<file path="config.mk">
export PLATFORM = sky130hd
export DESIGN_NAME = itag_lookup_ctrl_flat
export DESIGN_NICKNAME = d
export VERILOG_FILES = /design/src/logic/icache_types_pkg.sv /design/src/logic/itag_mem_if.sv /design/src/logic/itag_lookup_ctrl.sv /design/src/flat_wrapper.sv
export VERILOG_INCLUDE_DIRS = /design/src /design/src/include
export SDC_FILE = /design/constraint.sdc
export NUM_CORES = 1
export LEC_CHECK = 0
export CORE_ASPECT_RATIO = 1.4
export CORE_MARGIN = 5
export CORE_UTILIZATION = 39
export CTS_CLUSTER_SIZE = 40
export DETAILED_ROUTE_END_ITERATION = 7
export DONT_BUFFER_PORTS = 1
export PLACE_DENSITY_LB_ADDON = 0.12
export SYNTH_ARGS = -nofsm -noshare
export SYNTH_HDL_FRONTEND = slang
export SYNTH_SLANG_ARGS = --single-unit
</file>
<file path="constraint.sdc">
create_clock -name clk_i -period 2.61 [get_ports clk_i]
set_input_delay 0.1305 -clock clk_i [delete_from_list [all_inputs] [get_ports clk_i]]
set_output_delay 0.1305 -clock clk_i [all_outputs]
set_load 0.01 [all_outputs]
</file>
<file path="src/include/itag_defs.svh">
// Geometry of the 4-way tag store; tag + index + offset must sum to 32, depth = 2**index width
`ifndef ITAG_DEFS_SVH
`define ITAG_DEFS_SVH

// Associativity
`define ITAG_N_WAY 4

// Fetch address split, MSB first
`define ITAG_TAG_WIDTH 20
`define ITAG_INDEX_WIDTH 6
`define ITAG_OFFSET_WIDTH 6

// One SRAM word per set
`define ITAG_DEPTH 64

// Hit and miss counters, saturating
`define ITAG_CNT_WIDTH 16

`endif

</file>
<file path="src/logic/icache_types_pkg.sv">
// Address and way types of the tag store; way_idx_t assumes a power-of-two way count
package icache_types_pkg;

  `include "itag_defs.svh"

  typedef logic [`ITAG_TAG_WIDTH-1:0]    tag_t;       // One way tag
  typedef logic [`ITAG_INDEX_WIDTH-1:0]  index_t;     // Set number
  typedef logic [`ITAG_OFFSET_WIDTH-1:0] offset_t;    // Byte in line, unused by tag side
  typedef logic [`ITAG_N_WAY-1:0]        way_mask_t;  // One bit per way
  typedef logic [$clog2(`ITAG_N_WAY)-1:0] way_idx_t;  // Binary way number

  // Field view of a fetch address
  typedef struct packed {
    tag_t    tag;     // Upper bits
    index_t  index;   // Selects the set
    offset_t offset;  // Ignored here
  } fetch_fields_t;

  // Same word, either raw from the fetch unit or split into fields
  typedef union packed {
    logic [`ITAG_TAG_WIDTH+`ITAG_INDEX_WIDTH+`ITAG_OFFSET_WIDTH-1:0] raw;
    fetch_fields_t                                                   f;
  } fetch_addr_u;

endpackage

</file>
<file path="src/logic/itag_mem_if.sv">
// Tag memory port; one operation per cycle, read data and valid bits arrive one cycle later
`timescale 1ns/10ps
`include "itag_defs.svh"

interface itag_mem_if;

  icache_types_pkg::way_mask_t                  req;       // Ways taking part
  logic                                         we;        // Write, else read
  logic                                         vbit;      // Valid bit to write
  logic                                         flush;     // Clear all valid bits
  icache_types_pkg::tag_t                       wdata;     // Tag to write
  icache_types_pkg::index_t                     addr;      // Set number
  icache_types_pkg::tag_t [`ITAG_N_WAY-1:0]     tag_way;   // Stored tags, way 0 in low bits
  icache_types_pkg::way_mask_t                  vbit_way;  // Stored valid bits

  // Lookup controller side
  modport ctrl (
    output req, we, vbit, flush, wdata, addr,
    input  tag_way, vbit_way
  );

  // Memory side
  modport mem (
    input  req, we, vbit, flush, wdata, addr,
    output tag_way, vbit_way
  );

endinterface

</file>
<file path="src/logic/itag_lookup_ctrl.sv">
// Lookup sequencer; flush beats fill beats lookup, a dropped lookup gives no done pulse
`timescale 1ns/10ps
`include "itag_defs.svh"

module itag_lookup_ctrl (
  input  logic                          clk_i,
  input  logic                          rst_n_i,
  input  logic                          lookup_valid_i,
  input  icache_types_pkg::fetch_addr_u lookup_addr_i,
  input  logic                          fill_valid_i,
  input  icache_types_pkg::fetch_addr_u fill_addr_i,
  input  logic                          flush_i,
  input  icache_types_pkg::way_mask_t   way_en_i,
  input  icache_types_pkg::way_mask_t   victim_way_i,   // One-hot or zero
  itag_mem_if.ctrl                      mem,
  output logic                          lookup_done_o,
  output logic                          hit_o,
  output logic                          miss_o,
  output icache_types_pkg::way_idx_t    hit_way_o,
  output logic                          capture_o,      // Victim capture strobe
  output icache_types_pkg::way_mask_t   set_valid_o
);

  logic                         do_lookup;  // Lookup survives priority
  logic                         done_q;     // Read data valid this cycle
  icache_types_pkg::tag_t       tag_q;      // Tag under compare
  icache_types_pkg::way_mask_t  hit_vec;    // Raw per-way match
  icache_types_pkg::way_idx_t   hit_way;

  assign do_lookup = lookup_valid_i & ~flush_i & ~fill_valid_i;

  // Memory request, one operation per cycle
  always_comb begin
    mem.req   = '0;
    mem.we    = 1'b0;
    mem.vbit  = 1'b0;
    mem.flush = 1'b0;
    mem.wdata = fill_addr_i.f.tag;
    mem.addr  = lookup_addr_i.f.index;
    if (flush_i) begin
      mem.flush = 1'b1;                     // All valid bits go
    end else if (fill_valid_i) begin
      mem.req  = victim_way_i;              // Zero when no way enabled
      mem.we   = 1'b1;
      mem.vbit = 1'b1;
      mem.addr = fill_addr_i.f.index;
    end else if (lookup_valid_i) begin
      mem.req = '1;                         // Whole set at once
    end
  end

  always_ff @(posedge clk_i) begin
    if (!rst_n_i) done_q <= 1'b0;
    else          done_q <= do_lookup;
  end

  always_ff @(posedge clk_i) begin
    if (do_lookup) tag_q <= lookup_addr_i.f.tag;  // Payload, no reset
  end

  // Match needs stored valid and current enable
  always_comb begin
    hit_vec = '0;
    for (int w = 0; w < `ITAG_N_WAY; w++) begin
      hit_vec[w] = mem.vbit_way[w] & way_en_i[w] & (mem.tag_way[w] == tag_q);
    end
  end

  // Lowest matching way wins
  always_comb begin
    hit_way = '0;
    for (int w = `ITAG_N_WAY-1; w >= 0; w--) begin
      if (hit_vec[w]) hit_way = icache_types_pkg::way_idx_t'(w);
    end
  end

  assign lookup_done_o = done_q;
  assign hit_o         = done_q & (|hit_vec);
  assign miss_o        = done_q & ~(|hit_vec);
  assign hit_way_o     = hit_way;
  assign capture_o     = miss_o;           // Victim chosen on every miss
  assign set_valid_o   = mem.vbit_way;

endmodule

</file>
<file path="src/flat_wrapper.sv">
// flat-port wrapper written by rule: the top's interface ports become plain ports
module itag_lookup_ctrl_flat 
  (clk_i, rst_n_i, lookup_valid_i, lookup_addr_i, fill_valid_i, fill_addr_i, flush_i, way_en_i, victim_way_i, lookup_done_o, hit_o, miss_o, hit_way_o, capture_o, set_valid_o, mem_req, mem_we, mem_vbit, mem_flush, mem_wdata, mem_addr, mem_tag_way, mem_vbit_way);
  itag_mem_if mem_i ();
  input  logic clk_i;
  input  logic rst_n_i;
  input  logic lookup_valid_i;
  input  icache_types_pkg::fetch_addr_u lookup_addr_i;
  input  logic fill_valid_i;
  input  icache_types_pkg::fetch_addr_u fill_addr_i;
  input  logic flush_i;
  input  icache_types_pkg::way_mask_t way_en_i;
  input  icache_types_pkg::way_mask_t victim_way_i;
  output logic lookup_done_o;
  output logic hit_o;
  output logic miss_o;
  output icache_types_pkg::way_idx_t hit_way_o;
  output logic capture_o;
  output icache_types_pkg::way_mask_t set_valid_o;
  output wire logic [$bits(mem_i.req)-1:0] mem_req;
  output wire logic [$bits(mem_i.we)-1:0] mem_we;
  output wire logic [$bits(mem_i.vbit)-1:0] mem_vbit;
  output wire logic [$bits(mem_i.flush)-1:0] mem_flush;
  output wire logic [$bits(mem_i.wdata)-1:0] mem_wdata;
  output wire logic [$bits(mem_i.addr)-1:0] mem_addr;
  input wire logic [$bits(mem_i.tag_way)-1:0] mem_tag_way;
  input wire logic [$bits(mem_i.vbit_way)-1:0] mem_vbit_way;
  assign mem_req = mem_i.req;
  assign mem_we = mem_i.we;
  assign mem_vbit = mem_i.vbit;
  assign mem_flush = mem_i.flush;
  assign mem_wdata = mem_i.wdata;
  assign mem_addr = mem_i.addr;
  assign mem_i.tag_way = mem_tag_way;
  assign mem_i.vbit_way = mem_vbit_way;
  itag_lookup_ctrl u_core (.clk_i(clk_i), .rst_n_i(rst_n_i), .lookup_valid_i(lookup_valid_i), .lookup_addr_i(lookup_addr_i), .fill_valid_i(fill_valid_i), .fill_addr_i(fill_addr_i), .flush_i(flush_i), .way_en_i(way_en_i), .victim_way_i(victim_way_i), .mem(mem_i), .lookup_done_o(lookup_done_o), .hit_o(hit_o), .miss_o(miss_o), .hit_way_o(hit_way_o), .capture_o(capture_o), .set_valid_o(set_valid_o));
endmodule
</file>
Yosys cells after proc, flatten, opt, wreduce, memory -nomap -nowiden
Cells that the tools add are included.
{"block": "op_classes", "n_reduce_logical": 1, "bitwise_logic": 15, "eq_ne": 4, "n_mux": 12}
{"cell": "20-bit == test", "n": 4}
{"cell": "1-bit bitwise AND", "n": 12}
{"cell": "4-bit 2-to-1 mux", "n": 3}
{"cell": "6-bit 2-to-1 mux", "n": 2}
{"cell": "2-bit 2-to-1 mux", "n": 4}
{"cell": "4-bit OR reduction", "n": 1}
{"cell": "1-bit 2-to-1 mux", "n": 3}
{"cell": "1-bit inverter", "n": 3}
{"block": "totals", "wordCells": 34, "register_bits": 21, "out_inout_bits": 43, "in_bits": 161}

Depth between registers and ports, before layout
{"block": "logic_depth", "word_depth": 6, "mapped_depth": 6}

Least setup slack after synthesis
OpenSTA, ideal clock, no wires.
{"block": "synth_path", "path_type": "in2reg", "startpoint": "input flush_i", "endpoint": "register u_core.tag_q[0], enable pin", "setup_time_ns": 0.439, "path_stages": 1, "t_required_ns": 2.171, "setup_slack_ns": 0.248, "arrival_ns": 1.923, "cell_sequence": "nor3b_1"}
{"block": "synth_between", "elab_chain_len": 3}
{"item": "start, declared", "line": "flat_wrapper.sv:11", "rtl": "input logic flush_i;"}
{"item": "1-bit inverter", "line": "itag_lookup_ctrl.sv:30", "rtl": "assign do_lookup = lookup_valid_i & ~flush_i & ~fill_valid_i;"}
{"item": "1-bit bitwise AND (2 in a row)", "line": "itag_lookup_ctrl.sv:30"}
{"item": "end signal, assigned", "line": "itag_lookup_ctrl.sv:58", "rtl": "if (do_lookup) tag_q <= lookup_addr_i.f.tag;"}
{"item": "end, declared", "line": "itag_lookup_ctrl.sv:26", "rtl": "icache_types_pkg::tag_t tag_q;"}
Every way passes these cells.
A chain may end at the register's enable or synchronous reset.

Worst setup path in the final report
{"block": "layout_path", "startpoint": "register u_core.tag_q[0]", "endpoint": "output hit_way_o[1]"}
{"block": "layout_between", "elab_chain_len": 6, "word_cells_on_any_way": 12, "classes_between": "eq/ne (4); mux (4); bitwise (4)"}
{"item": "20-bit == test", "line": "itag_lookup_ctrl.sv:65", "rtl": "hit_vec[w] = mem.vbit_way[w] & way_en_i[w] & (mem.tag_way[w] == tag_q);"}
{"item": "1-bit bitwise AND", "line": "itag_lookup_ctrl.sv:65"}
{"item": "2-bit 2-to-1 mux (3 in a row)", "line": "itag_lookup_ctrl.sv:73", "rtl": "if (hit_vec[w]) hit_way = icache_types_pkg::way_idx_t'(w);"}
{"item": "2-bit 2-to-1 mux *", "line": "itag_lookup_ctrl.sv:73"}
{"item": "end, declared", "line": "flat_wrapper.sv:17", "rtl": "output icache_types_pkg::way_idx_t hit_way_o;"}
Every way passes the cells marked *; elsewhere a longest branch is shown, timed or not.

==> impl_results.md <==
* Post-Syn Area per Cell at 9.69 sq um
* Final worst setup slack at 0.155 ns
* RSZ-0062 raised after global routing: false
* Maximum capacitance violations at 0
* Worst hold slack at 0.252 ns
* Total track usage at 20.5%
* Synth unique cells at 28
* Critical Path End Type: output pin
* Internal power at 594 uW
* Sequential fraction of the synthesis area at 29.4%
* DR pass1 iterations at 4
* Gr ovfl total at 0
* I/O pin count at 204
* Period utilisation layout at 94.1%
* CTS Buf Count at 3
* Layout area overhead at 8.41%
* Final TNS setup at 0 ns
* Fmax at 0.407 GHz
* Fin nets at 382
* Pleak at 0.000798 uW
* Setup violations, final at 0
* CP arrival at 2.32 ns
* Final GP Congestion at 0.855
* Via-to-Cell Ratio at 5.98
* Initial DRC count at 54
* Clock network fraction of total power at 25.4%
* Relative slew slack at 75.7%
* Hold endpoint: u_core.tag_q[0]
* Final min period at 2.46 ns
* WL per Instance at 25.9 um
* Syn nets at 379
* Cell Rows at 31
* Clock sink total at 21
* Global-route wire length before repair at 10700 um
* Crit path launch type: flop
* Slew of the pin with the lowest slew margin at 0.362 ns
* CP Data Required Time at 2.48 ns
* Leading area contributor after synthesis: xor2_1
* Routed WL at 7420 um
* Worst setup path class: flop to output pin
* Max Root-Sink Buffers at 2
* Psw at 247 uW
* Layout cell share with drive strength beyond 1 at 8.64%
* Fin. max-slew vios at 0
* Maximum vdd ir drop at 0.362 mV
* Clk slew on worst S/H paths at 0.08 ns
* Comb power frac at 24.1%
* Most frequent cells in the layout: 78 x xor2_1, 30 x nor4_1, 21 x dlygate4sd3_1
* Most common cell after layout, fill and taps aside: xor2_1
* Crit path max fanout at 4
* Largest net degree at the start of global routing at 14
* Top post-synthesis cells by area: xor2_1 32%, edfxtp_1 28%, buf_4 9.6%, nor4_1 8.9%, mux2_2 3.2%
* IO buf count at 0
* Post-CTS Hold Buffers at 21
* Fin. Hold Viols at 0
* Core area at 0.00524 sq mm
* Tightest Hold Check Type: primary input to flop
* Hold Startpoint: flush_i
* # DRC at 0
* Seq pwr share at 50.5%
* Starting density of the core at 40.4%
* Vias in the first global route at 1957
* Pre-CTS WS at 0.446 ns
* Dpl hpwl at 6380 um
* Power density over the cells at 367 mW/mm^2
* Die width at 72.2 um
* Post-cts resize count at 0
* Initial antenna violation count at 0
* Vias at 1710
* Post-Syn Instances at 218
* H-Tree Depth at 1
* Post-route ant nets at 0
* Die area at 0.00701 sq mm
* Chip height at 97.1 um
* Pwr Total at 841 uW
* Ant diodes at 0
* Post-synth top area share at 32.3%
* Post CTS Setup Buffer Count at 0
* Switching Fraction at 29.4%
* Status: finished, final reports clean
* CTS tree: built
* Clock root buffer: clkbuf_8
* Yosys warnings at 0
* WHS Path Cells at 2
* Mapped cell area at 0.00211 sq mm
* Final core occ at 43.8%
* Yosys reg bits at 21
-- layout make-up --
class                      instances  area, sq um
clock inverter                     1         7.51
multi-input combinational        168         1290
tap                               66         82.6
fill                             515         2950
sequential                        21          621
inverter                           1         3.75
timing repair buffer              26          248
clock buffer                       3         41.3
-- metal layers --
metal | global-route usage (%) | vias up | wire, um
li1 | - | 774 | -
met1 | 20.2 | 793 | 2380
met2 | 38.5 | 121 | 4010
met3 | 6.11 | 22 | 808
met4 | 8.10 | 0 | 217
met5 | 0 | - | 0
-- power by group through the flow --
stage          Combinational (uW)  Clock [uW]  Sequential [uW]
2_1_floorplan                 187           0              416
3_3_place_gp                  173           0              433
3_5_place_dp                  176           0              433
4_1_cts                       202         221              425
5_1_grt                       223         234              426
6_report                      203         214              425
-- synthesized netlist by cell type --
cell type	number
a41oi_2	1
nor4_1	30
nor2b_1	3
nand2_1	8
or4_1	5
xnor2_1	2
buf_4	27
dfxtp_1	1
a21oi_1	1
buf_1	1
nor4bb_1	1
nor2_1	3
or2_2	1
nor3b_1	2
mux2_2	6
xor2_1	78
edfxtp_1	20
nand3b_1	2
or4_4	1
and2_1	1
a21o_1	4
inv_1	1
and4_1	1
nand4_1	7
o22ai_1	1
o211ai_1	1
a211oi_1	1
nor3_1	8
-- worst max-delay path, cell delays in order (launching register included) --
cell and delay [ns]:
edfxtp_1 0.55, xor2_1 0.23, nor4_1 0.32, nand4_1 0.20
or2_2 0.34, a211oi_1 0.26, buf_4 0.17
-- kinds of logic (layout without fill, tap and decap cells) --
| kind of cell | after synthesis | in the layout | share of synthesized area (%) |
|---|---|---|---|
| buffers and inverters | 29 | 31 | 9.95 |
| flip-flops | 21 | 21 | 29.4 |
| XOR/XNOR | 80 | 80 | 33.2 |
| multiplexers | 6 | 6 | 3.20 |
| AO/OA/AOI/OAI | 9 | 9 | 3.43 |
| AND/OR/NAND/NOR | 73 | 73 | 20.9 |
-- stage by stage --
step / area (sq um) / cells
floorplan: 2110 / 218
global route: 2290 / 286
detailed placement: 2030 / 261
CTS: 2290 / 286
finish: 2290 / 286
global placement: 2030 / 261
-- sequential cells by signal (all words and copies together) (netlist names) --
| name | count |
|---|---|
| u_core.tag_q | 20 |
| u_core.lookup_done_o | 1 |
-- worst max-delay path by stage --
| stage | start | to | slack [ns] | depth (start not counted) |
|---|---|---|---|---|
| 6_report | u_core.tag_q[0] | hit_way_o[1] | 0.15 | 6 |
| 5_1_grt | u_core.tag_q[0] | hit_way_o[1] | 0.02 | 6 |
| 4_1_cts | u_core.tag_q[0] | hit_way_o[1] | 0.14 | 6 |
| 3_5_place_dp | u_core.tag_q[0] | hit_way_o[1] | 0.45 | 6 |
| 3_3_place_gp | u_core.tag_q[14] | hit_way_o[1] | 0.49 | 6 |
| 2_1_floorplan | flush_i | u_core.tag_q[0] | 0.25 | 1 |
Power figures use the tool's default switching activity.
