**config.mk**
```make
export PLATFORM = sky130hd
export DESIGN_NAME = itag_victim_select
export DESIGN_NICKNAME = d
export VERILOG_FILES = /design/src/logic/icache_types_pkg.sv /design/src/logic/itag_victim_select.sv
export VERILOG_INCLUDE_DIRS = /design/src /design/src/include
export SDC_FILE = /design/constraint.sdc
export NUM_CORES = 1
export LEC_CHECK = 0
export ABC_AREA = 1
export BUFFER_PORTS_ARGS = -buffer_cell sky130_fd_sc_hd__buf_2
export CORE_MARGIN = 3
export CORE_UTILIZATION = 25
export CTS_CLUSTER_SIZE = 25
export DETAILED_ROUTE_END_ITERATION = 16
export GPL_TIMING_DRIVEN = 0
export PLACE_DENSITY = 0.46
export SETUP_SLACK_MARGIN = 0.3
export SKIP_CTS_REPAIR_TIMING = 1
export SLEW_MARGIN = 5
export SYNTH_ARGS = -nofsm -noshare
export SYNTH_HDL_FRONTEND = slang
export SYNTH_SLANG_ARGS = --single-unit
export TNS_END_PERCENT = 50
```
**constraint.sdc**
```tcl
create_clock -name clk_i -period 2.49 [get_ports clk_i]
set_clock_uncertainty 0.2 [all_clocks]
set_input_delay 0.498 -clock clk_i [delete_from_list [all_inputs] [get_ports clk_i]]
set_output_delay 0.498 -clock clk_i [all_outputs]
set_load 0.005 [all_outputs]
```
**src/include/itag_defs.svh**
```systemverilog
// Geometry of the 4-way tag store; tag + index + offset must sum to 32, depth = 2**index width
`ifndef ITAG_DEFS_SVH
`define ITAG_DEFS_SVH

// Associativity
`define ITAG_N_WAY 4

// Fetch address split, MSB first
`define ITAG_TAG_WIDTH 20
`define ITAG_INDEX_WIDTH 6
`define ITAG_OFFSET_WIDTH 6

// One SRAM word per set
`define ITAG_DEPTH 64

// Hit and miss counters, saturating
`define ITAG_CNT_WIDTH 16

`endif

```
**src/logic/icache_types_pkg.sv**
```systemverilog
// Address and way types of the tag store; way_idx_t assumes a power-of-two way count
package icache_types_pkg;

  `include "itag_defs.svh"

  typedef logic [`ITAG_TAG_WIDTH-1:0]    tag_t;       // One way tag
  typedef logic [`ITAG_INDEX_WIDTH-1:0]  index_t;     // Set number
  typedef logic [`ITAG_OFFSET_WIDTH-1:0] offset_t;    // Byte in line, unused by tag side
  typedef logic [`ITAG_N_WAY-1:0]        way_mask_t;  // One bit per way
  typedef logic [$clog2(`ITAG_N_WAY)-1:0] way_idx_t;  // Binary way number

  // Field view of a fetch address
  typedef struct packed {
    tag_t    tag;     // Upper bits
    index_t  index;   // Selects the set
    offset_t offset;  // Ignored here
  } fetch_fields_t;

  // Same word, either raw from the fetch unit or split into fields
  typedef union packed {
    logic [`ITAG_TAG_WIDTH+`ITAG_INDEX_WIDTH+`ITAG_OFFSET_WIDTH-1:0] raw;
    fetch_fields_t                                                   f;
  } fetch_addr_u;

endpackage

```
**src/logic/itag_victim_select.sv**
```systemverilog
// Replacement way; invalid enabled ways first, then round robin, zero when no way is enabled
`timescale 1ns/10ps
`include "itag_defs.svh"

module itag_victim_select (
  input  logic                        clk_i,
  input  logic                        rst_n_i,
  input  logic                        capture_i,     // Miss seen
  input  icache_types_pkg::way_mask_t set_valid_i,   // Valid bits of missed set
  input  icache_types_pkg::way_mask_t way_en_i,
  output icache_types_pkg::way_mask_t victim_way_o   // One-hot, held to next miss
);

  icache_types_pkg::way_idx_t  ptr_q;      // Last chosen way
  icache_types_pkg::way_idx_t  pick;
  icache_types_pkg::way_idx_t  cand;       // Round-robin candidate
  icache_types_pkg::way_mask_t free_ways;  // Enabled and invalid
  icache_types_pkg::way_mask_t victim_q;
  logic                        found;

  always_comb begin
    free_ways = way_en_i & ~set_valid_i;
    pick      = ptr_q;
    found     = 1'b0;
    cand      = ptr_q;
    // Lowest free way, scanned downward so the last hit is the lowest
    for (int w = `ITAG_N_WAY-1; w >= 0; w--) begin
      if (free_ways[w]) begin
        pick  = icache_types_pkg::way_idx_t'(w);
        found = 1'b1;
      end
    end
    // Set full, nearest enabled way after the pointer
    if (!found) begin
      for (int k = `ITAG_N_WAY; k >= 1; k--) begin
        cand = icache_types_pkg::way_idx_t'(ptr_q + k);  // Wraps at way count
        if (way_en_i[cand]) begin
          pick  = cand;
          found = 1'b1;
        end
      end
    end
  end

  always_ff @(posedge clk_i) begin
    if (!rst_n_i) begin
      ptr_q    <= icache_types_pkg::way_idx_t'(`ITAG_N_WAY-1);  // First pick is way 0
      victim_q <= '0;
    end else if (capture_i) begin
      if (found) begin
        victim_q <= icache_types_pkg::way_mask_t'(1) << pick;
        ptr_q    <= pick;                                      // Any choice moves it
      end else begin
        victim_q <= '0;  // Nothing enabled, fill is a no-op
      end
    end
  end

  assign victim_way_o = victim_q;

endmodule

```
; ---- Word-level counts from Yosys, hierarchy flattened
; Cells that the tools add are included.
; Widths: inputs -> output; s select.
[totals]
elab_cells = 41
regBits = 6
[op_classes]
bitwise_logic = 2
reduce_logical = 1
order_cmp = 4
addsub = 4
shifts = 1
muxes = 27
[ops]
columns = cell, n
row1 = $mux 2, 9
row2 = $mux 1, 13
row3 = $lt 2x3->1 const B, 4
row4 = $bmux 1 s2, 4
row5 = $add 2x1->2 const B, 2
row6 = $add 2x2->2 const B, 2
row7 = $and 4x4->4, 1
row8 = $mux 4, 1
row9 = $not 4->4, 1
row10 = $shl 1x2->4 const A, 1
row11 = $reduce_and 2->1, 1

; ---- Longest topological paths before layout
; Gate-level depths: netlist of run 1.
[depth]
word_depth = 13
depth_mapped = 14

; ---- Least setup slack after synthesis of run 1
; Ideal clock, no wire load.
[synth_timing]
kind = input to register
start = input port way_en_i[2]
end = register ptr_q[0]
t_arrival_ps = 1272
slack_ps = 888
path_buffers = 0
cell_stages = 12
cell_sequence = nand2_1 -> nand2_2 -> nand2_4 -> nand2_2 -> nor2_1 -> nand2_1 -> nand2_1 -> nand2_1 -> nand2_2 -> nand2_2 -> a21oi_1 -> o21ai_0
[synth_via]
elab_chain_cells = 9
[synth_rtl]
columns = element, line
row1 = from (decl), itag_victim_select.sv:10  ; input icache_types_pkg::way_mask_t way_en_i,
row2 = $and 4x4->4, itag_victim_select.sv:22  ; free_ways = way_en_i & ~set_valid_i;
row3 = $mux 2 (3 in series), itag_victim_select.sv:28  ; if (free_ways[w]) begin
row4 = $mux 2 (4 in series), itag_victim_select.sv:37  ; if (way_en_i[cand]) begin
row5 = $mux 2, itag_victim_select.sv:34  ; if (!found) begin
row6 = to (signal assigned), itag_victim_select.sv:47  ; ptr_q <= icache_types_pkg::way_idx_t'(`ITAG_N_WAY-1);
row7 = to (signal assigned), itag_victim_select.sv:52  ; ptr_q <= pick;
row8 = to (decl), itag_victim_select.sv:14  ; icache_types_pkg::way_idx_t ptr_q;
; Parallel ways exist; a longest one is shown, timed or not. The select of a mux whose other input is x is not followed.
; A chain may end at the register's enable or synchronous reset.

; ---- Final worst setup path of run 1
[layout_timing]
start = register ptr_q[0]
end = register ptr_q[0]
[layout_via]
elab_chain_cells = 9
[layout_rtl]
columns = element, line
row1 = $add 2x1->2 / $mux 2 (equally long branches), "itag_victim_select.sv:36, itag_victim_select.sv:28"
row2 = $bmux 1 s2 / $mux 2 (equally long branches), "itag_victim_select.sv:37, itag_victim_select.sv:28"
row3 = $mux 1 (implied by the code) / $mux 2 (equally long branches), "itag_victim_select.sv:37, itag_victim_select.sv:28"
row4 = $mux 1 / $mux 2 (equally long branches), "itag_victim_select.sv:37, itag_victim_select.sv:28"
row5 = $mux 1 / $mux 2 (equally long branches) (3 in series), itag_victim_select.sv:37
row6 = $mux 1 / $mux 2 (equally long branches), "itag_victim_select.sv:34, itag_victim_select.sv:37"
row7 = $reduce_and 2->1 (no line) / $mux 2 (equally long branches), n/a
; Parallel ways exist; a longest one is shown, timed or not. The select of a mux whose other input is x is not followed.

==> impl_metrics.toml, run 1 <==
[timing]
worst_hold_slack_ps = 258
fmax_ghz = 0.577
tns_ps = 0
setup_ws_ps = 758
slew_violations = 0
finalCriticalPeriod_ps = 1730
grt_setup_unrepaired = "false"
setup_viol = 0
post-route-period-util_pct = 69.6
hold_viol = 0
slew_headroom_pct = 74.6
worst_pin_slew_ps = 379

[detailed_routing]
ant_nets = 0
first_iter_violations = 7
wl_per_cell_um = 9.00
drc_errors = 0
drt-total-wl_um = 1200
drt_first_pass_iters = 4
viasPerCell = 4.37
vias = 581

[finish]
drive_above_1_share_pct = 25.9
diodes = 0
area_growth_syn_to_layout_pct = 24.5
final_nets = 121
final_core_util_pct = 34.6

[floorplan]
rows = 15
die_h_um = 51.0
core_area_um2 = 1820
die_w_um = 51.0
initial_core_util_pct = 27.8
ioPinCount = 15
dieArea_um2 = 2600

[cts]
clockRootBuffer = "clkbuf_4"
path_clk_slew_ps = 50
max-clock-path-buffers = 2
cts_sinks = 6
htree_levels = 1
cts_tree = "yes"
clk_latency_ps = 240
cts_made_buffers = 3

[place]
place_congestion = 0.783
port_buffers = 14
dp_slack_ps = 650
post-dp-hpwl_um = 988

[power]
irDropWorstVdd_mv = 0.227
powerDensity_nw_per_um2 = 528
leakagePower_nw = 0.358
power_uw = 333

[synthesis]
netlist_instances = 91
synth.area.top_cells = "nand2_1 (25%), dfxtp_1 (24%), a21oi_1 (8.9%)"
yosys.area.top_type_share_pct = 24.5
synth_area_per_cell_um2 = 5.55
synth_fp_nets = 102
yosysUniqueCellTypes = 16
synth_area_leader_cell = "nand2_1"
syn_area_um2 = 505
ys_warn_count = 0
synth-seq-cells = 6
ys_seq_area_share_pct = 23.8

[global_route]
use_met3_pct = 4.37
gr-total-overflow = 0
busiest_layer = "met2"
globalRouteTotalUtil_pct = 11.1
grt_pass1_vias = 555
grt_max_degree = 11
grt_util_met2_pct = 16.7
grt_first_pass_wirelength_um = 2210
antenna_found_initial = 0
met1_usage_pct = 14.5

[setup_path]
reg2reg_slack_ps = 760
r2r_end = "ptr_q[0]"
required_ps = 2400
ff2ff_path_depth = 12
timing.rr.start = "ptr_q[0]"
cp-startpoint = "ptr_q[0]"
start_kind = "flop"
crit_type = "reg -> reg"
cp-end-kind = "flop"
worstPathMaxFanout = 7
cp-endpoint = "ptr_q[0]"
crit_arrival_ps = 1650

[status]
status = "finished, final reports clean"

[flow_run]
drv_cap = 0

[worst_hold_path]
hp-class = "reg -> reg"
[power breakdown]
part	internal, mW	switching (mW)	total [mW]	leakage, nW
logic	0.0505	0.0831	0.134	0.295
registers	0.105	0.00592	0.111	0.0493
clock network	0.0544	0.0338	0.0883	0.0138
[cells in the final DEF, fill, tap and decap left out]
master    synthesis  layout
a21oi_1           9       9
buf_2             0      14
nand2_1          33      33
nand3_1           9       9
dfxtp_1           6       6
inv_2             3       3
buf_4             1       1
nand4_1           2       2
clkbuf_4          0       3
nor2_1            4       4
nand2_4           1       1
inv_1            10      10
o21ai_1           1       1
and3_1            1       1
nor4_1            1       1
or2_1             1       1
nand2_2           6       6
o21ai_0           3       3
[Yosys cell counts, drive strengths merged]
master and n:
or2 1, nand2 40, dfxtp 6, nand3 9
inv 13, and3 1, nor4 1, a21oi 9
nand4 2, o21ai 4, nor2 4, buf 1
[worst max-delay path, cell delays in order, from the launching register on]
cell and delay (ps):
dfxtp_1 300, inv_1 170, nand2_1 90, nand2_2 90
inv_2 50, nand2_1 80, nand2_1 70, a21oi_1 120
nand2_1 80, nand2_2 80, nand2_2 60, a21oi_1 110
o21ai_0 80
[worst min path at each step]
stage               startpoint              end  slack (ps)  cells after the start
2_1_floorplan  victim_way_o[0]  victim_way_o[0]         260                      2
3_3_place_gp   victim_way_o[3]  victim_way_o[3]         250                      2
3_5_place_dp   victim_way_o[3]  victim_way_o[3]         250                      2
4_1_cts        victim_way_o[3]  victim_way_o[3]         260                      2
5_1_grt        victim_way_o[1]  victim_way_o[1]         290                      2
6_report       victim_way_o[3]  victim_way_o[3]         260                      2
[cell type report]
cell class                 count  area, µm²
buffer                         1       7.51
sequential                     6        120
clock buffer                   3       22.5
multi-input combinational     71        329
timing repair buffer          14       70.1
inverter                      13       48.8
tap                           25       31.3
fill                         213       1190
[cells by family (layout without fill, tap and decap cells)]
logic type	count (synthesis)	in the layout	synth area share, %
flip-flops	6	6	23.8
AND/OR/NAND/NOR	58	58	52.2
AO/OA/AOI/OAI	13	13	12.9
buffers and inverters	14	31	11.1
[registers in the layout, summed over array words and instances, names as in the netlist]
name and count:
ptr_q 2, victim_way_o 4
[layer usage]
metal	up-vias	part of all wire [%]
li1	326	-
met1	240	52
met2	15	43
met3	0	4.6
met4	0	0
met5	-	0
[metrics by stage]
stage / std cells / cell area, µm²
2_1_floorplan: 91 / 505
3_3_place_gp: 130 / 607
3_5_place_dp: 130 / 607
4_1_cts: 133 / 629
5_1_grt: 133 / 629
6_report: 133 / 629
Note: power is estimated with default switching activity, not from simulation.
==> inputs of run 2 (changes only) <==
Clock period 2.49 ns to 1.7 ns, I/O delays scaled along.
==> impl_metrics.toml, run 2 (synthesis results as in run 1) <==
[status]
failed_checks = "negative setup slack"
status = "finished, violations left"

[setup_path]
crit_arrival_ps = 1620
worstPathMaxFanout = 5
reg2reg_slack_ps = -8
timing.rr.start = "ptr_q[0]"
ff2ff_path_depth = 11
crit_type = "reg -> reg"
start_kind = "flop"
required_ps = 1620
r2r_end = "ptr_q[0]"
cp-end-kind = "flop"

[finish]
layout_common_cells = "nand2_1 (27), buf_2 (15), inv_1 (9)"
diodes = 0
largest_register_ffs = 4
final_common_cell = "nand2_1"
drive_above_1_share_pct = 44.0
area_growth_syn_to_layout_pct = 44.6
final_nets = 122
final_core_util_pct = 40.1

[timing]
grt_setup_unrepaired = "true"
fmax_ghz = 0.586
finalCriticalPeriod_ps = 1710
slew_violations = 0
worst_pin_slew_ps = 355
worst_hold_slack_ps = 237
setup_ws_ps = -7.79
post-route-period-util_pct = 100
slew_headroom_pct = 76.1
hold_viol = 0
setup_viol = 1

[floorplan]
initial_core_util_pct = 27.8
ioPinCount = 15
die_h_um = 51.0
core_area_um2 = 1820
die_w_um = 51.0
dieArea_um2 = 2600
rows = 15

[place]
post-dp-hpwl_um = 1030
port_buffers = 14
place_congestion = 0.810
dp_slack_ps = 12.6

[global_route]
grt_pass1_vias = 509
gr-total-overflow = 0
grt_max_degree = 11
grt_first_pass_wirelength_um = 2080
antenna_found_initial = 0
globalRouteTotalUtil_pct = 10.4

[cts]
path_clk_slew_ps = 40
max-clock-path-buffers = 2
htree_levels = 1
cts_sinks = 6
clockRootBuffer = "clkbuf_4"
cts_tree = "yes"
cts_made_buffers = 3
clk_latency_ps = 240

[power]
power_frac_comb_pct = 46.3
internal_power_uw = 333
leakagePower_nw = 0.377
powerDensity_nw_per_um2 = 746
pwr-share-seq_pct = 30.6
p_clk_share_pct = 23.1
irDropWorstVdd_mv = 0.438
switching_share_pct = 39.0
p_switching_uw = 212

[detailed_routing]
first_iter_violations = 4
drt-total-wl_um = 1340
drc_errors = 0
vias = 593
ant_nets = 0
drt_first_pass_iters = 4
viasPerCell = 4.43
wl_per_cell_um = 9.99

[worst_hold_path]
hold_path_depth = 3
min_from = "rst_n_i"
hp-class = "in -> reg"
hold_end = "victim_way_o[3]"

[flow_run]
drv_cap = 0
-- run 2: changes by cell type in the layout (fill, tap and decap cells not counted), sizes merged --
cell / change
buf: +1
-- run 2: how the worst max path moves through the flow --
stage / from / end / slack [ps] / depth (start not counted)
CTS: ptr_q[1] / ptr_q[0] / 20 / 11
finish: ptr_q[0] / ptr_q[0] / -8 / 11
detailed placement: way_en_i[1] / victim_way_o[3] / 10 / 12
global route: ptr_q[0] / ptr_q[0] / -140 / 14
floorplan: ptr_q[0] / ptr_q[0] / 170 / 14
global placement: way_en_i[1] / victim_way_o[3] / 20 / 12
-- run 2: critical path: stages (launching register included) --
cell and delay [ps]:
dfxtp_4 360, buf_2 150, o21ai_2 150, nand2_1 100
nand2_4 90, a21oi_1 60, nand2_1 60, nand2_1 50
nand2_2 100, nand2_4 70, a21oi_2 130, o21ai_1 70
-- run 2: final cells by class --
type	count	area, µm²
Inverter	13	53.8
Clock buffer	3	22.5
Multi-Input combinational cell	71	412
Buffer	1	11.3
Fill cell	220	1090
Timing Repair Buffer	15	75.1
Sequential cell	6	125
Tap cell	25	31.3
-- run 2: stage by stage --
stage | cell area, µm² | std cells | total power, mW | setup TNS [ps]
6_report | 731 | 134 | 0.545 | -7.79
5_1_grt | 731 | 134 | 0.596 | -459
4_1_cts | 637 | 133 | 0.498 | 0
3_5_place_dp | 614 | 130 | 0.366 | 0
3_3_place_gp | 614 | 130 | 0.366 | 0
2_1_floorplan | 513 | 91 | 0.317 | 0
-- run 2: layer usage --
layer | vias up | track usage (%) | wire [µm]
met5 | - | 0 | 0
li1 | 328 | - | -
met2 | 6 | 15.5 | 637
met4 | 0 | 2.69 | 7
met1 | 257 | 13.8 | 660
met3 | 2 | 4.37 | 33
-- run 2: power groups by stage --
| stage | Clock, mW | Sequential [mW] | Combinational (mW) |
|---|---|---|---|
| after floorplan | 0 | 0.166 | 0.151 |
| after global placement | 0 | 0.166 | 0.201 |
| after detailed placement | 0 | 0.166 | 0.200 |
| after CTS | 0.133 | 0.163 | 0.201 |
| after global routing | 0.144 | 0.169 | 0.283 |
| final | 0.126 | 0.167 | 0.252 |
