[src/include/itag_defs.svh]
// Geometry of the 4-way tag store; tag + index + offset must sum to 32, depth = 2**index width
`ifndef ITAG_DEFS_SVH
`define ITAG_DEFS_SVH

// Associativity
`define ITAG_N_WAY 4

// Fetch address split, MSB first
`define ITAG_TAG_WIDTH 20
`define ITAG_INDEX_WIDTH 6
`define ITAG_OFFSET_WIDTH 6

// One SRAM word per set
`define ITAG_DEPTH 64

// Hit and miss counters, saturating
`define ITAG_CNT_WIDTH 16

`endif

[src/logic/icache_types_pkg.sv]
// Address and way types of the tag store; way_idx_t assumes a power-of-two way count
package icache_types_pkg;

  `include "itag_defs.svh"

  typedef logic [`ITAG_TAG_WIDTH-1:0]    tag_t;       // One way tag
  typedef logic [`ITAG_INDEX_WIDTH-1:0]  index_t;     // Set number
  typedef logic [`ITAG_OFFSET_WIDTH-1:0] offset_t;    // Byte in line, unused by tag side
  typedef logic [`ITAG_N_WAY-1:0]        way_mask_t;  // One bit per way
  typedef logic [$clog2(`ITAG_N_WAY)-1:0] way_idx_t;  // Binary way number

  // Field view of a fetch address
  typedef struct packed {
    tag_t    tag;     // Upper bits
    index_t  index;   // Selects the set
    offset_t offset;  // Ignored here
  } fetch_fields_t;

  // Same word, either raw from the fetch unit or split into fields
  typedef union packed {
    logic [`ITAG_TAG_WIDTH+`ITAG_INDEX_WIDTH+`ITAG_OFFSET_WIDTH-1:0] raw;
    fetch_fields_t                                                   f;
  } fetch_addr_u;

endpackage

[src/logic/icache_cfg_pkg.sv]
// Configuration map of the tag store; selector 3 is unmapped and reads as zero
package icache_cfg_pkg;

  `include "itag_defs.svh"

  // Register selector
  typedef enum logic [1:0] {
    CFG_WAY_EN   = 2'd0,  // Way-enable mask, resets to all ones
    CFG_HIT_CNT  = 2'd1,  // Hit count, any write clears
    CFG_MISS_CNT = 2'd2   // Miss count, any write clears
  } cfg_addr_e;

  // Counter and configuration data word
  typedef logic [`ITAG_CNT_WIDTH-1:0] counter_t;

endpackage

[src/logic/itag_cfg_regs.sv]
// Way enable and saturating counters; a write clears a counter whatever the data, reads are live
`timescale 1ns/10ps
`include "itag_defs.svh"

module itag_cfg_regs (
  input  logic                        clk_i,
  input  logic                        rst_n_i,
  input  logic                        cfg_we_i,
  input  icache_cfg_pkg::cfg_addr_e   cfg_addr_i,
  input  icache_cfg_pkg::counter_t    cfg_wdata_i,
  output icache_cfg_pkg::counter_t    cfg_rdata_o,
  input  logic                        hit_i,      // One pulse per hit
  input  logic                        miss_i,     // One pulse per miss
  output icache_types_pkg::way_mask_t way_en_o
);

  icache_types_pkg::way_mask_t way_en_q;
  icache_cfg_pkg::counter_t    hit_cnt_q;
  icache_cfg_pkg::counter_t    miss_cnt_q;

  always_ff @(posedge clk_i) begin
    if (!rst_n_i) begin
      way_en_q   <= '1;  // All ways usable
      hit_cnt_q  <= '0;
      miss_cnt_q <= '0;
    end else begin
      if (cfg_we_i && cfg_addr_i == icache_cfg_pkg::CFG_WAY_EN) begin
        way_en_q <= cfg_wdata_i[`ITAG_N_WAY-1:0];  // Low bits only
      end
      if (cfg_we_i && cfg_addr_i == icache_cfg_pkg::CFG_HIT_CNT) begin
        hit_cnt_q <= '0;  // Clear beats a same-cycle hit
      end else if (hit_i && hit_cnt_q != '1) begin
        hit_cnt_q <= hit_cnt_q + 1'b1;
      end
      if (cfg_we_i && cfg_addr_i == icache_cfg_pkg::CFG_MISS_CNT) begin
        miss_cnt_q <= '0;
      end else if (miss_i && miss_cnt_q != '1) begin
        miss_cnt_q <= miss_cnt_q + 1'b1;
      end
    end
  end

  // Read mux
  always_comb begin
    case (cfg_addr_i)
      icache_cfg_pkg::CFG_WAY_EN:   cfg_rdata_o = icache_cfg_pkg::counter_t'(way_en_q);
      icache_cfg_pkg::CFG_HIT_CNT:  cfg_rdata_o = hit_cnt_q;
      icache_cfg_pkg::CFG_MISS_CNT: cfg_rdata_o = miss_cnt_q;
      default:                      cfg_rdata_o = '0;  // Unmapped
    endcase
  end

  assign way_en_o = way_en_q;

endmodule

[config.mk]
export PLATFORM = sky130hd
export DESIGN_NAME = itag_cfg_regs
export DESIGN_NICKNAME = d
export VERILOG_FILES = /design/src/logic/icache_types_pkg.sv /design/src/logic/icache_cfg_pkg.sv /design/src/logic/itag_cfg_regs.sv
export VERILOG_INCLUDE_DIRS = /design/src /design/src/include
export SDC_FILE = /design/constraint.sdc
export NUM_CORES = 1
export LEC_CHECK = 0
export ABC_AREA = 1
export BUFFER_PORTS_ARGS = -buffer_cell sky130_fd_sc_hd__clkbuf_2
export CORE_MARGIN = 10
export CORE_UTILIZATION = 52
export CTS_CLUSTER_DIAMETER = 30
export DETAILED_ROUTE_END_ITERATION = 10
export PLACE_DENSITY = 0.75
export SYNTH_ARGS = -nofsm -noshare
export SYNTH_HDL_FRONTEND = slang
export SYNTH_SLANG_ARGS = --single-unit
[constraint.sdc]
create_clock -name clk_i -period 3.1 [get_ports clk_i]
set_clock_uncertainty 0.1 [all_clocks]
set_input_delay 0.31 -clock clk_i [delete_from_list [all_inputs] [get_ports clk_i]]
set_output_delay 0.31 -clock clk_i [all_outputs]
set_load 0.05 [all_outputs]
After elaboration in Yosys (flattened, before gate mapping)
Cells that the tools add are included.
Word-level totals
  flip-flop bits (word level): 36
  input bits: 23
  output and inout port bits: 20
  word-level logic and storage cells: 19
Operators by class
  add/subtract/negate cells: 2
  eq/ne operators: 4
  mux-type cells: 1
  bitwise logic cells: 1
  reduce and logical (&&, ||, !) cells: 8
Operators by type and width (count)
  16-bit case mux with 3 select lines: 1
  16-bit by 1-bit adder with 16-bit output (second input constant): 2
  16-bit inequality test (second input constant): 2
  1-bit logical AND: 5
  2-bit OR reduction: 2
  2-bit by 1-bit equality test with 1-bit output (second input constant): 1
  2-bit equality test (second input constant): 1
  2-bit logical NOT: 1
  1-bit inverter: 1

Longest topological paths before layout
Gate-level depths: netlist of the first run.
  depth in word-level cells: 3
  mapped depth: 9
  depth with buffers taken out: 9

Worst setup path before layout of the first run
Ideal clock, no wire load.
  path type: input-to-output
  start point: input cfg_addr_i[0]
  end point: output cfg_rdata_o[15]
  arrival: 1.580 ns
  data required time: 2.690 ns
  slack: 1.110 ns
  stages on the path: 3
  path buffers: 0
  cells stage by stage: inv_1 -> nand2_1 -> o21ai_0
On the way
  word-level cells in the longest chain between the ends: 2
  elaborated cells on any way between the ends: 4
  those cells by class: eq/ne (2); mux (1); reduce/logical (1)
Ends and longest elaborated chain
  start, declared: RTL line itag_cfg_regs.sv:9  | input icache_cfg_pkg::cfg_addr_e cfg_addr_i,
  2-bit equality test (tied with other cells): RTL line itag_cfg_regs.sv:45  | case (cfg_addr_i)
  16-bit case mux with 3 select lines *: RTL line itag_cfg_regs.sv:45
  end, declared: RTL line itag_cfg_regs.sv:11  | output icache_cfg_pkg::counter_t cfg_rdata_o,
Mark *: on every way between the ends. The rest lies on a longest branch, timed or not.

Worst setup path in the final report of the first run
  start point: input cfg_addr_i[0]
  end point: output cfg_rdata_o[0]
Same word-level chain as after synthesis.

==> impl.org, run 1 <==
** Layout
- Footprint of the multi-input gates :: 1360 um^2
- After filler insertion, the fill cell instance count of the layout stands at 416.
- Relative to the synthesized area, the layout overhead comes to 10.6%.
- Summing all flip-flop and latch instances after layout gives 721 um^2.
- In the final layout, the share of cells above drive strength 1 is 0.126.
- Total Nets Final :: 430
- Once layout is done, the placed cells without fillers occupy 2510 um^2.
- 0 antenna diodes ended up in the layout.

** Logic synthesis
- In this run, distinct cell masters in the synthesized netlist total 25.
- Top cells by area, synth :: dfxtp_1, nand2_1, nand3_1
- After synthesis the netlist holds a flip-flop and latch count of 36.
- Sequential share of the synthesized area :: 0.317
- Summing every instance area after synthesis gives 2270 um^2.
- Number of enable-type register cells in the synthesized netlist :: 0
- Number of instances in the synthesized netlist :: 377
- The number of nets handed over by synthesis was 402.
- Synthesis warning total :: 0
- Area share of the largest cell type after synthesis :: 0.317
- In the synthesized netlist the async set-or-reset flop fraction comes to 0.
- Of all cell types, the one taking the most synthesized area is dfxtp_1.
- Mean post-synth cell area :: 6.03 um^2
- In the synthesized netlist the dominant register cell turns out to be dfxtp_1.

** Timing
- The final number of max-transition violations came to 0.
- TNS Setup :: 0 ns
- Relative slew slack :: 0.645
- Setup violations remaining at the end of the flow were counted as 0.
- Timing-limited maximum frequency :: 0.488 GHz
- Dividing the final minimum period by the clock period gives 0.661.
- Unrepaired setup endpoints after global routing :: no
- At the pin with the least slew margin, the transition time is 0.532 ns.
- Hold is met by 0.117 ns.
- The worst path meets setup with 1.05 ns of slack.
- After layout, the minimum clock period comes to 2.05 ns.
- Fin. Hold Viols :: 0

** Placed design
- In this run the cell area measured after placement is 2420 um^2.
- Detailed placement finished with a half-perimeter wire length of 4410 um.
- Buffers placed on the I/O ports in this run total 30.
- Prior to clock tree synthesis, the placed netlist has a worst setup slack of 1.09 ns.
- At the end of routability-driven placement, the weighted congestion stood at 0.885.

** GRT
- Entering global routing, the biggest net connects 23 pins.
- The number of global-route vias before repair was 2246.
- Antenna violations before repair :: 0
- First-pass GRT wire length :: 10100 um
- Overflow after GRT :: 0
- Across every metal layer, demand over resource in global routing totals 0.162.

** Routing
- Using the TritonRoute via totals, the vias-per-cell ratio works out to 5.33.
- The detail route stage leaves a number of antenna-violating nets equal to 0.
- First-pass DRT Iterations :: 4
- DRC :: 0
- Detailed Route Iter0 Violations :: 253
- The final layout contains routed wiring with a total length of 5700 um.
- Via total after detailed routing :: 2432
- Drt wl/cell :: 12.5 um

** Die
- Effective utilization at floorplan :: 0.552
- The floorplan step defined a die boundary enclosing 7420 um^2.
- I/O pins :: 43
- Row generation in the floorplan step produced 23 rows.
- Measured along the x axis, the die boundary spans 86.1 um.
- Placeable core area :: 4120 um^2
- Die outline height :: 86.1 um

** Worst setup path
- CP Class :: input pin to output port
- Signal arrival time at the worst endpoint :: 1.64 ns
- The worst register-to-register path has a setup slack of 1.33 ns.
- Largest fanout of any net on the critical path :: 15
- The worst setup path is launched from an input pin.
- STA classifies the critical path endpoint as an output port.
- Critical path required time :: 2.69 ns

** Clock tree
- Gates resized during post-CTS repair numbered 0.
- For this design, the sink count on the clock tree is 36.
- CTS root buf :: clkbuf_8
- In this run, post-CTS hold repair placed 0 buffers.
- Clock tree from TritonCTS :: built
- Number of levels in the clock H-tree :: 2
- In this run, CTS created clock tree buffers numbering 5.
- The longest clock path from root to sink contains 2 buffers.
- For the worst-skew pair, the clock arrives at the later sink with an insertion delay of 0.29 ns.
- Once the clock tree was built, the setup fixing pass inserted 0 buffers.
- Clock slew at the register clock pins of the worst setup and hold paths :: 0.07 ns

** Flow run
- Max-capacitance violation count :: 0

** Min path
- The path class of the tightest hold or removal check is input pin to flop.

** Power and ir drop
- Worst vdd ir :: 222 uV
- Power spread over the standard cell area amounts to 370 nW/um^2.
- Power comes to 931 uW.
- Reported leakage power :: 1.07 nW

** Status
- The run finished with clean final reports.
where the power goes:
| part | total (mW) | switching [mW] | internal [mW] |
|---|---|---|---|
| Sequential | 0.478 | 0.00866 | 0.470 |
| Clock | 0.350 | 0.169 | 0.181 |
| Combinational | 0.102 | 0.0750 | 0.0270 |
area by class of cell:
cell class,instances,area share
timing repair buffer,30,0.0597
tap,50,0.0249
multi-input combinational,298,0.542
clock buffer,8,0.0358
inverter,34,0.0507
sequential,36,0.287
path summary, 6_finish.rpt:
check,depth (start not counted),end,start
hold / removal,3,way_en_o[3]$_SDFFE_PN1P_,cfg_wdata_i[3]
hold reg to reg,2,way_en_o[2]$_SDFFE_PN1P_,way_en_o[2]$_SDFFE_PN1P_
setup reg to reg,7,miss_cnt_q[11]$_SDFFE_PP0P_,miss_cnt_q[1]$_SDFFE_PP0P_
setup / recovery,5,cfg_rdata_o[0],cfg_addr_i[0]
routing by layer:
metal / GRT usage / vias up / wire length [um]
li1: - / 1265 / -
met1: 0.214 / 1090 / 2800
met2: 0.233 / 71 / 2380
met3: 0.0624 / 6 / 477
met4: 0.0539 / 0 / 47
met5: 0 / - / 0
metrics by stage:
| step | cells | utilization |
|---|---|---|
| floorplan | 377 | - |
| CTS | 456 | 0.611 |
| global placement | 448 | 0.589 |
| detailed placement | 448 | 0.589 |
| global route | 456 | 0.611 |
| finish | 456 | 0.611 |
synthesized netlist by cell type (3+ instances only):
master / number
a21oi_1: 21
buf_6: 3
clkbuf_1: 4
dfxtp_1: 36
inv_1: 33
nand2_1: 108
nand3_1: 59
nor2_1: 78
nor2_2: 5
nor2_4: 4
nor3_1: 3
o21ai_0: 4
registers in the layout, indices dropped and copies added, names as in the netlist:
signal and cells:
way_en_o 4, hit_cnt_q 16, miss_cnt_q 16
cell usage in the layout, fill, tap and decap left out, drive strengths merged:
cell    instances
nand3          60
nor2           87
nand4           4
ha              2
o21ai           5
a21oi          21
o211ai          2
o221ai          2
nand2         110
inv            34
nand3b          1
dfxtp          36
clkbuf         38
o22ai           1
nor3            3
cell families after synthesis:
group | count (synthesis) | share of synthesized area
adders and majority gates | 2 | 0.0110
buffers and inverters | 43 | 0.0831
AOI/OAI and AO/OA | 31 | 0.0743
DFF | 36 | 0.317
and+or+nand+nor | 265 | 0.515
critical path, stage by stage:
cell and delay [ns]:
clkbuf_2 0.20, inv_1 0.33, nand2_1 0.22, o221ai_1 0.25, clkbuf_2 0.33
No activity file was read; power rests on OpenSTA's default activity.
==> inputs of run 2 (changes only) <==
clock period = 1.9 ns   (was 3.1 ns; I/O delays follow)
==> run 2 against run 1 <==
  * Sequential share of layout area decreased by 0.50 points
  * Register-to-register slack got worse by 1.1 ns
  * Sequential cell count unchanged
  * Die area unchanged
  * Clock power increased by 62%
  * Combinational power increased by 71%
  * Cell count increased by 1.1%
  * Global-route usage increased by 0.10 points
  * First-iteration DRC count decreased by 32%
  * Design area increased by 1.8%
  * Largest cell class unchanged
==> impl.org, run 2 (synthesis results as in run 1) <==
** Layout
- The total area of multi-input combinational cells came to 1360 um^2 (unchanged).
- The ratio of cells with drive above 1 in the final layout is 0.129 (+0.00334).
- The antenna diode count is 0 (unchanged).
- The number of fill cells in the layout was 404 (-2.9%).
- The final instance count without filler cells was 461 (+1.1%).
- Most common cell after layout, fill and taps aside :: nand2_1
- The footprint of the flip-flops and latches came to 721 um^2 (unchanged).
- Total Nets Final :: 435 (+1.2%)
- Top library cells by usage in the layout, fill and taps aside :: nand2_1, nor2_1, nand3_1, dfxtp_1, inv_1
- Synth-to-layout area growth :: 12.6%

** Timing
- Shortest clock period the worst path allows after layout :: 1.72 ns
- Setup Viol. Count Final :: 0 (unchanged)
- Slew of the pin with the lowest slew margin :: 0.480 ns (-0.0513 ns)
- The sum of negative setup slack came to 0 ns (unchanged).
- Timing-limited maximum frequency :: 0.581 GHz
- Final number of max-transition violations :: 0 (unchanged)
- The final-report hold violation count was 0 (unchanged).
- Unrepaired setup endpoints after global routing :: no
- Dividing the final minimum period by the clock period gives 0.905.
- Worst hold-check slack :: 0.00563 ns (-0.112 ns)
- Relative slew slack :: 0.679 (+0.0342)

** Power and ir drop
- The relative contribution of sequential cells to total power is 0.513 (about the same).
- The leakage power figure was 1.09 nW (+2.1%).
- Power density cells :: 594 nW/um^2 (+61%)
- Internal power of the cells :: 1.11 mW (+64%)
- The net switching power is 407 uW (+61%).
- Combinational share of power :: 0.115 (+0.005)
- The fraction of power consumed by the clock network came to 0.373 (-0.003).
- Worst vdd ir :: 521 uV (+130%)
- The switching power as a share of total power came to 0.268 (-0.00364).

** Worst setup path
- In this run the critical register-to-register path is captured at miss_cnt_q[2]$_SDFFE_PP0P_.
- Largest fanout of any net on the critical path :: 22 (+7)
- Signal arrival time at the worst endpoint :: 1.80 ns (+0.16 ns)
- The worst setup path is of the flop to flop kind.
- The worst register-to-register path begins at miss_cnt_q[0]$_SDFFE_PP0P_.
- On the critical path, the stage with the largest delay is an instance of dfxtp_1.
- Reg2Reg Depth :: 6 (-1)
- The worst setup path is launched from a flop.
- Critical path required time :: 1.98 ns (-0.71 ns)
- The critical path goes through ha_1 -> nand2_2 -> nor2_2 -> nand4_4 -> a21oi_1 -> nor2_1.
- Slack of the worst reg-to-reg path :: 0.18 ns (-1.15 ns)
- Max stage delay on crit path :: 0.40 ns (+0.07 ns)
- Family with the most delay on the worst path :: simple AND/OR/NAND/NOR gates
- STA classifies the critical path endpoint as a flop.
- Number of buffers and inverters on the critical path :: 0 (-3)

** Min path
- Type of the worst min-delay path :: input pin to flop
- The worst hold path terminates at way_en_o[3]$_SDFFE_PN1P_.
- Hold Path Depth :: 3 (unchanged)
- Worst hold path startpoint :: cfg_wdata_i[3]

** Die
- The I/O pin count was 43 (unchanged).
- The die outline area was 7420 um^2 (unchanged).
- DIE WIDTH :: 86.1 um (unchanged)
- Effective utilization at floorplan :: 0.552 (unchanged)
- Placeable core area :: 4120 um^2 (unchanged)
- The number of standard-cell rows in the floorplan was 23 (unchanged).
- The die span in y was 86.1 um (unchanged).

** Routing
- The number of remaining DRC errors is 0 (unchanged).
- The number of detailed-route iterations in the first pass is 4 (unchanged).
- Detailed Route Iter0 Violations :: 173 (-32%)
- Via total after detailed routing :: 2425 (-0.29%)
- Final wirelength :: 5710 um (about the same)
- The average routed wire per standard cell is 12.4 um (-1.1%).
- The remaining number of nets flagged by the antenna check after routing was 0 (unchanged).
- The post-detailed-route via-to-cell ratio came to 5.26 (-1.4%).

** Clock tree
- Post CTS Setup Buffer Count :: 0 (unchanged)
- The number of buffers on the longest clock path is 2 (unchanged).
- The number of H-tree levels came to 2 (unchanged).
- In this run the clock root is driven by a clkbuf_8.
- The number of clock buffers inserted by TritonCTS was 5 (unchanged).
- The TritonCTS sink count came to 36 (unchanged).
- The clock input transition at the sequential cells of the worst setup and hold paths was 0.07 ns (about the same).
- The number of gates resized after CTS was 0 (unchanged).
- Clock latency on the worst-skew pair :: 0.29 ns (about the same)
- Clock tree from TritonCTS :: built

** Placed design
- The placed cell count came to 450 (+0.45%).
- GP Congestion :: 0.892 (+0.73%)
- The number of port buffers came to 30 (unchanged).
- The sum of net half-perimeters after detailed placement was 4400 um (-0.19%).

** Flow run
- The number of maximum-capacitance violations is 0 (unchanged).

** GRT
- Number of global-route vias before repair :: 2305 (+2.6%)
- Pin count of the biggest net entering global routing :: 23 (unchanged)
- The initial antenna violation count came to 0 (unchanged).
- The total routing usage reported by global routing came to 0.163 (+0.000997).
- The first-pass GRT wire length came to 10200 um (+1.2%).
- Overflow after GRT :: 0 (unchanged)

** Status
- Outcome :: finished, final reports clean
## run 2: what timing repair did
item,in CTS,in global routing
hold buffers,3,0
setup endpoints to repair,0,0
hold endpoints to repair,3,0
## run 2: metal layers
| layer | global-route usage | vias to the layer above | part of all wire |
|---|---|---|---|
| met5 | 0 | - | 0 |
| met4 | 0.0554 | 0 | 0.0091 |
| met3 | 0.0634 | 7 | 0.095 |
| met2 | 0.243 | 66 | 0.42 |
| met1 | 0.208 | 1076 | 0.48 |
| li1 | - | 1276 | - |
## run 2: metrics by stage
stage          instance area, um^2  power (mW)  setup slack [ns]  utilization
4_1_cts                       2560        1.54             0.190        0.622
2_1_floorplan                 2270       0.918             0.114            -
5_1_grt                       2560        1.60            0.0352        0.622
6_report                      2560        1.52             0.180        0.622
3_3_place_gp                  2440       0.963             0.224        0.593
3_5_place_dp                  2440       0.966             0.200        0.593
## run 2: worst max path at each step
stage          slack (ns)  depth (start not counted)                   startpoint                           to
3_5_place_dp         0.20                          6   miss_cnt_q[0]$_SDFFE_PP0P_  miss_cnt_q[13]$_SDFFE_PP0P_
3_3_place_gp         0.22                          6   miss_cnt_q[0]$_SDFFE_PP0P_  miss_cnt_q[11]$_SDFFE_PP0P_
5_1_grt              0.04                          6   miss_cnt_q[0]$_SDFFE_PP0P_  miss_cnt_q[10]$_SDFFE_PP0P_
6_report             0.18                          6   miss_cnt_q[0]$_SDFFE_PP0P_   miss_cnt_q[2]$_SDFFE_PP0P_
4_1_cts              0.19                          6   miss_cnt_q[0]$_SDFFE_PP0P_   miss_cnt_q[2]$_SDFFE_PP0P_
2_1_floorplan        0.11                          2  miss_cnt_q[15]$_SDFFE_PP0P_              cfg_rdata_o[15]
## run 2: area by class of cell
type                    instances  share of cell area
repair buffers                 35              0.0762
well taps                      50              0.0244
clock buffers                   8              0.0352
flip-flops and latches         36               0.282
inverters                      34              0.0499
multi-input cells             298               0.533
## run 2: worst reg2reg max path: stages (launching register included)
cell and delay [ns]:
dfxtp_1 0.40, ha_1 0.22, nand2_2 0.06, nor2_2 0.22, nand4_4 0.32, a21oi_1 0.23, nor2_1 0.07
## run 2: power groups by stage
| stage | Clock, mW | Combinational, mW | Sequential (mW) |
|---|---|---|---|
| 3_5_place_dp | 0 | 0.169 | 0.797 |
| 3_3_place_gp | 0 | 0.166 | 0.797 |
| 4_1_cts | 0.584 | 0.174 | 0.780 |
| 6_report | 0.567 | 0.174 | 0.780 |
| 2_1_floorplan | 0 | 0.109 | 0.810 |
| 5_1_grt | 0.619 | 0.197 | 0.782 |
==> inputs of run 3 (changes only) <==
--- a/config.mk
+++ b/config.mk
@@ -15,2 +15,3 @@
 export PLACE_DENSITY = 0.75
+export REMOVE_ABC_BUFFERS = 1
 export SYNTH_ARGS = -nofsm -noshare
==> constraint.sdc (replaced) <==
create_clock -name clk_i -period 2.1 [get_ports clk_i]
set_clock_uncertainty 0.1 [all_clocks]
set_input_delay 0.21 -clock clk_i [delete_from_list [all_inputs] [get_ports clk_i]]
set_output_delay 0.21 -clock clk_i [all_outputs]
set_load 0.01 [all_outputs]
==> run 3 against run 2 <==
  * Design area is 0.20% lower
  * Fmax shrank 3.5%
  * Sequential share of layout area grew 0.055 points
  * Utilization decreased by 0.12 points
  * Register-to-register slack better by 0.14 ns
  * Clock power up 9.0%
  * Worst hold slack better by 0.0018 ns
  * Sequential cell count unchanged
  * Cell count shrank 0.43%
  * Routed wire length up 1.7%
  * Critical path type unchanged
  * Highest routed layer unchanged
==> impl.org, run 3 (synthesis results as in run 1) <==
** Layout
- Number of standard cells in the final layout excluding fillers :: 459 (-0.43%)
- Leaving out fill and tap cells, the most frequent cell in the layout is nand2_1.
- Diode insertion count for antenna repair :: 0 (unchanged)
- Register area :: 721 um^2 (unchanged)
- The number of nets in the layout came to 433 (-0.46%).
- Fraction of layout cells with a size suffix above 1 :: 0.134 (+0.00552)
- The total area of multi-input combinational cells came to 1360 um^2 (unchanged).
- Top library cells by usage in the layout, fill and taps aside :: nand2_1, nor2_1, nand3_1, dfxtp_1, inv_1
- Final core occ :: 0.621 (-0.00122)
- The number of fill cells in the layout was 404 (unchanged).
- Synth-to-layout area growth :: 12.4%

** Die
- I/O pins :: 43 (unchanged)
- Num rows :: 23 (unchanged)
- Die area :: 7420 um^2 (unchanged)
- Placeable core area :: 4120 um^2 (unchanged)
- Effective utilization at floorplan :: 0.552 (unchanged)
- DIE WIDTH :: 86.1 um (unchanged)
- The die span in y was 86.1 um (unchanged).

** Status
- The run finished with clean final reports.

** Timing
- The sum of negative setup slack came to 0 ns (unchanged).
- Final worst path period share :: 0.848 (-0.0568)
- The worst-case headroom to the max-slew limit was 0.644 (-0.0350).
- Timing-limited maximum frequency :: 0.561 GHz (-3.5%)
- Unrepaired setup endpoints after global routing :: no
- The shortest period the worst path allows is 1.78 ns (+0.0618 ns).
- The final number of max-transition violations came to 0 (unchanged).
- Slew of the pin with the lowest slew margin :: 0.533 ns (+0.0524 ns)
- Setup Viol. Count Final :: 0 (unchanged)
- The final-report hold violation count was 0 (unchanged).
- The minimum setup slack in the final design is 0.318 ns (+0.138 ns).

** GRT
- Number of global-route vias before repair :: 2371 (+2.9%)
- Global routing met1 resource utilization :: 0.213 (+0.00532)
- First-pass GRT wire length :: 10300 um (+1.1%)
- The leftover overflow at the end of global routing was 0 (unchanged).
- Most crowded layer after global routing :: met2
- Met2 global-route usage :: 0.249 (+0.00609)
- Global router's overall resource usage :: 0.164 (+0.00116)
- The initial antenna violation count is 0 (unchanged).
- The global routing usage on met3 was 0.0539 (-0.00946).
- The pin count of the biggest net entering global routing came to 23 (unchanged).

** Min path
- Type of the worst min-delay path :: input pin to flop
- The worst hold path cell count was 3 (unchanged).
- Hold Crit Endpoint :: way_en_o[2]$_SDFFE_PN1P_
- The worst hold path begins at cfg_wdata_i[2].

** Power and ir drop
- Worst vdd ir :: 419 uV (-20%)
- The power per cell area is 566 nW/um^2 (-4.6%).
- The post-layout total power was 1.45 mW (-4.8%).
- Reported leakage power :: 1.09 nW (+0.17%)

** Routing
- DRC :: 0 (unchanged)
- The total number of vias is 2458 (+1.4%).
- The number of violations reported at the end of detailed-routing iteration 0 was 145 (-16%).
- Drt wl/cell :: 12.6 um (+2.1%)
- The post-detailed-route via-to-cell ratio is 5.36 (+1.8%).
- Post-detailed-route count of antenna-violating nets :: 0 (unchanged)
- First-pass DRT Iterations :: 5 (+1)
- Final wirelength :: 5800 um (+1.7%)

** Worst setup path
- Reg2Reg Depth :: 6 (unchanged)
- Slack of the worst reg-to-reg path :: 0.32 ns (+0.14 ns)
- Largest fanout of any net on the critical path :: 22 (unchanged)
- Signal arrival time at the worst endpoint :: 1.87 ns (+0.07 ns)
- The required time at the endpoint of the critical path came to 2.19 ns (+0.21 ns).
- Kind of launch point of the worst setup path :: flop
- The worst register-to-register path begins at miss_cnt_q[1]$_SDFFE_PP0P_.
- Type of element capturing the critical path :: flop
- The endpoint identified for the worst register-to-register timing path is miss_cnt_q[9]$_SDFFE_PP0P_.
- By startpoint and endpoint, the worst setup path is classified as flop to flop.

** Placed design
- The pre-CTS worst setup slack is 0.349 ns (+0.149 ns).
- The placed cell count is 451 (+0.22%).
- GP Congestion :: 0.881 (-1.2%)
- The sum of net half-perimeters after detailed placement is 4440 um (+1.1%).
- Count of buffers from port buffering :: 30 (unchanged)

** Clock tree
- Clock slew at the register clock pins of the worst setup and hold paths :: 0.08 ns (about the same)
- The number of H-tree levels was 2 (unchanged).
- Post CTS Setup Buffer Count :: 0 (unchanged)
- Clock latency on the worst-skew pair :: 0.30 ns (about the same)
- CTS buffer count :: 5 (unchanged)
- The number of gates resized after CTS was 0 (unchanged).
- Count of hold buffers inserted by post-cts repair :: 0 (-3)
- The number of buffers on the longest clock path is 2 (unchanged).
- Clock Sinks :: 36 (unchanged)
- CTS root buf :: clkbuf_8
- Clock tree from TritonCTS :: built

** Flow run
- The number of maximum-capacitance violations was 0 (unchanged).
-- run 3: cell types whose count changed in the layout (fill, tap and decap cells not counted) --
cell / change
dlygate4sd3_1: -3
clkbuf_8: -1
clkbuf_1: -1
buf_4: +1
bufinv_16: +1
clkinv_2: +1
-- run 3: where the power goes --
part	total, mW	leakage, nW	internal (mW)	switching [mW]
Sequential	0.706	0.291	0.693	0.0127
Clock	0.618	0.0552	0.353	0.265
Combinational	0.124	0.744	0.0436	0.0803
Total	1.45	1.09	1.09	0.358
-- run 3: worst max-delay path, cell delays in order (launching register included) --
cell and delay, ns:
dfxtp_1 0.42, ha_1 0.23, nand2_2 0.06, nor2_2 0.22
nand4_4 0.32, a21oi_1 0.24, nor2_1 0.06
-- run 3: layout make-up --
cell class	count	area share
Multi-Input combinational cell	298	0.534
Sequential cell	36	0.282
Timing Repair Buffer	33	0.0676
Inverter	34	0.0500
Clock buffer	6	0.0284
Tap cell	50	0.0245
Clock inverter	2	0.0137
-- run 3: worst max-delay path by stage --
| stage | from | end | depth (start not counted) |
|---|---|---|---|
| 6_report | miss_cnt_q[1]$_SDFFE_PP0P_ | miss_cnt_q[9]$_SDFFE_PP0P_ | 6 |
| 5_1_grt | miss_cnt_q[1]$_SDFFE_PP0P_ | miss_cnt_q[13]$_SDFFE_PP0P_ | 7 |
| 4_1_cts | miss_cnt_q[1]$_SDFFE_PP0P_ | miss_cnt_q[9]$_SDFFE_PP0P_ | 6 |
| 3_5_place_dp | miss_cnt_q[1]$_SDFFE_PP0P_ | miss_cnt_q[9]$_SDFFE_PP0P_ | 6 |
| 3_3_place_gp | miss_cnt_q[1]$_SDFFE_PP0P_ | miss_cnt_q[11]$_SDFFE_PP0P_ | 6 |
| 2_1_floorplan | miss_cnt_q[0]$_SDFFE_PP0P_ | miss_cnt_q[11]$_SDFFE_PP0P_ | 6 |
-- run 3: metrics by stage --
stage	hold slack, ns	area, um^2
final	0.00741	2550
after global routing	0.0293	2550
after CTS	0.00599	2550
after detailed placement	0.315	2450
after global placement	0.308	2450
after floorplan	0.194	2210
-- run 3: per-layer routing --
metal  routed length (um)  vias up
li1                     -     1276
met1                 2900     1111
met2                 2450       61
met3                  386       10
met4                   68        0
met5                    0        -
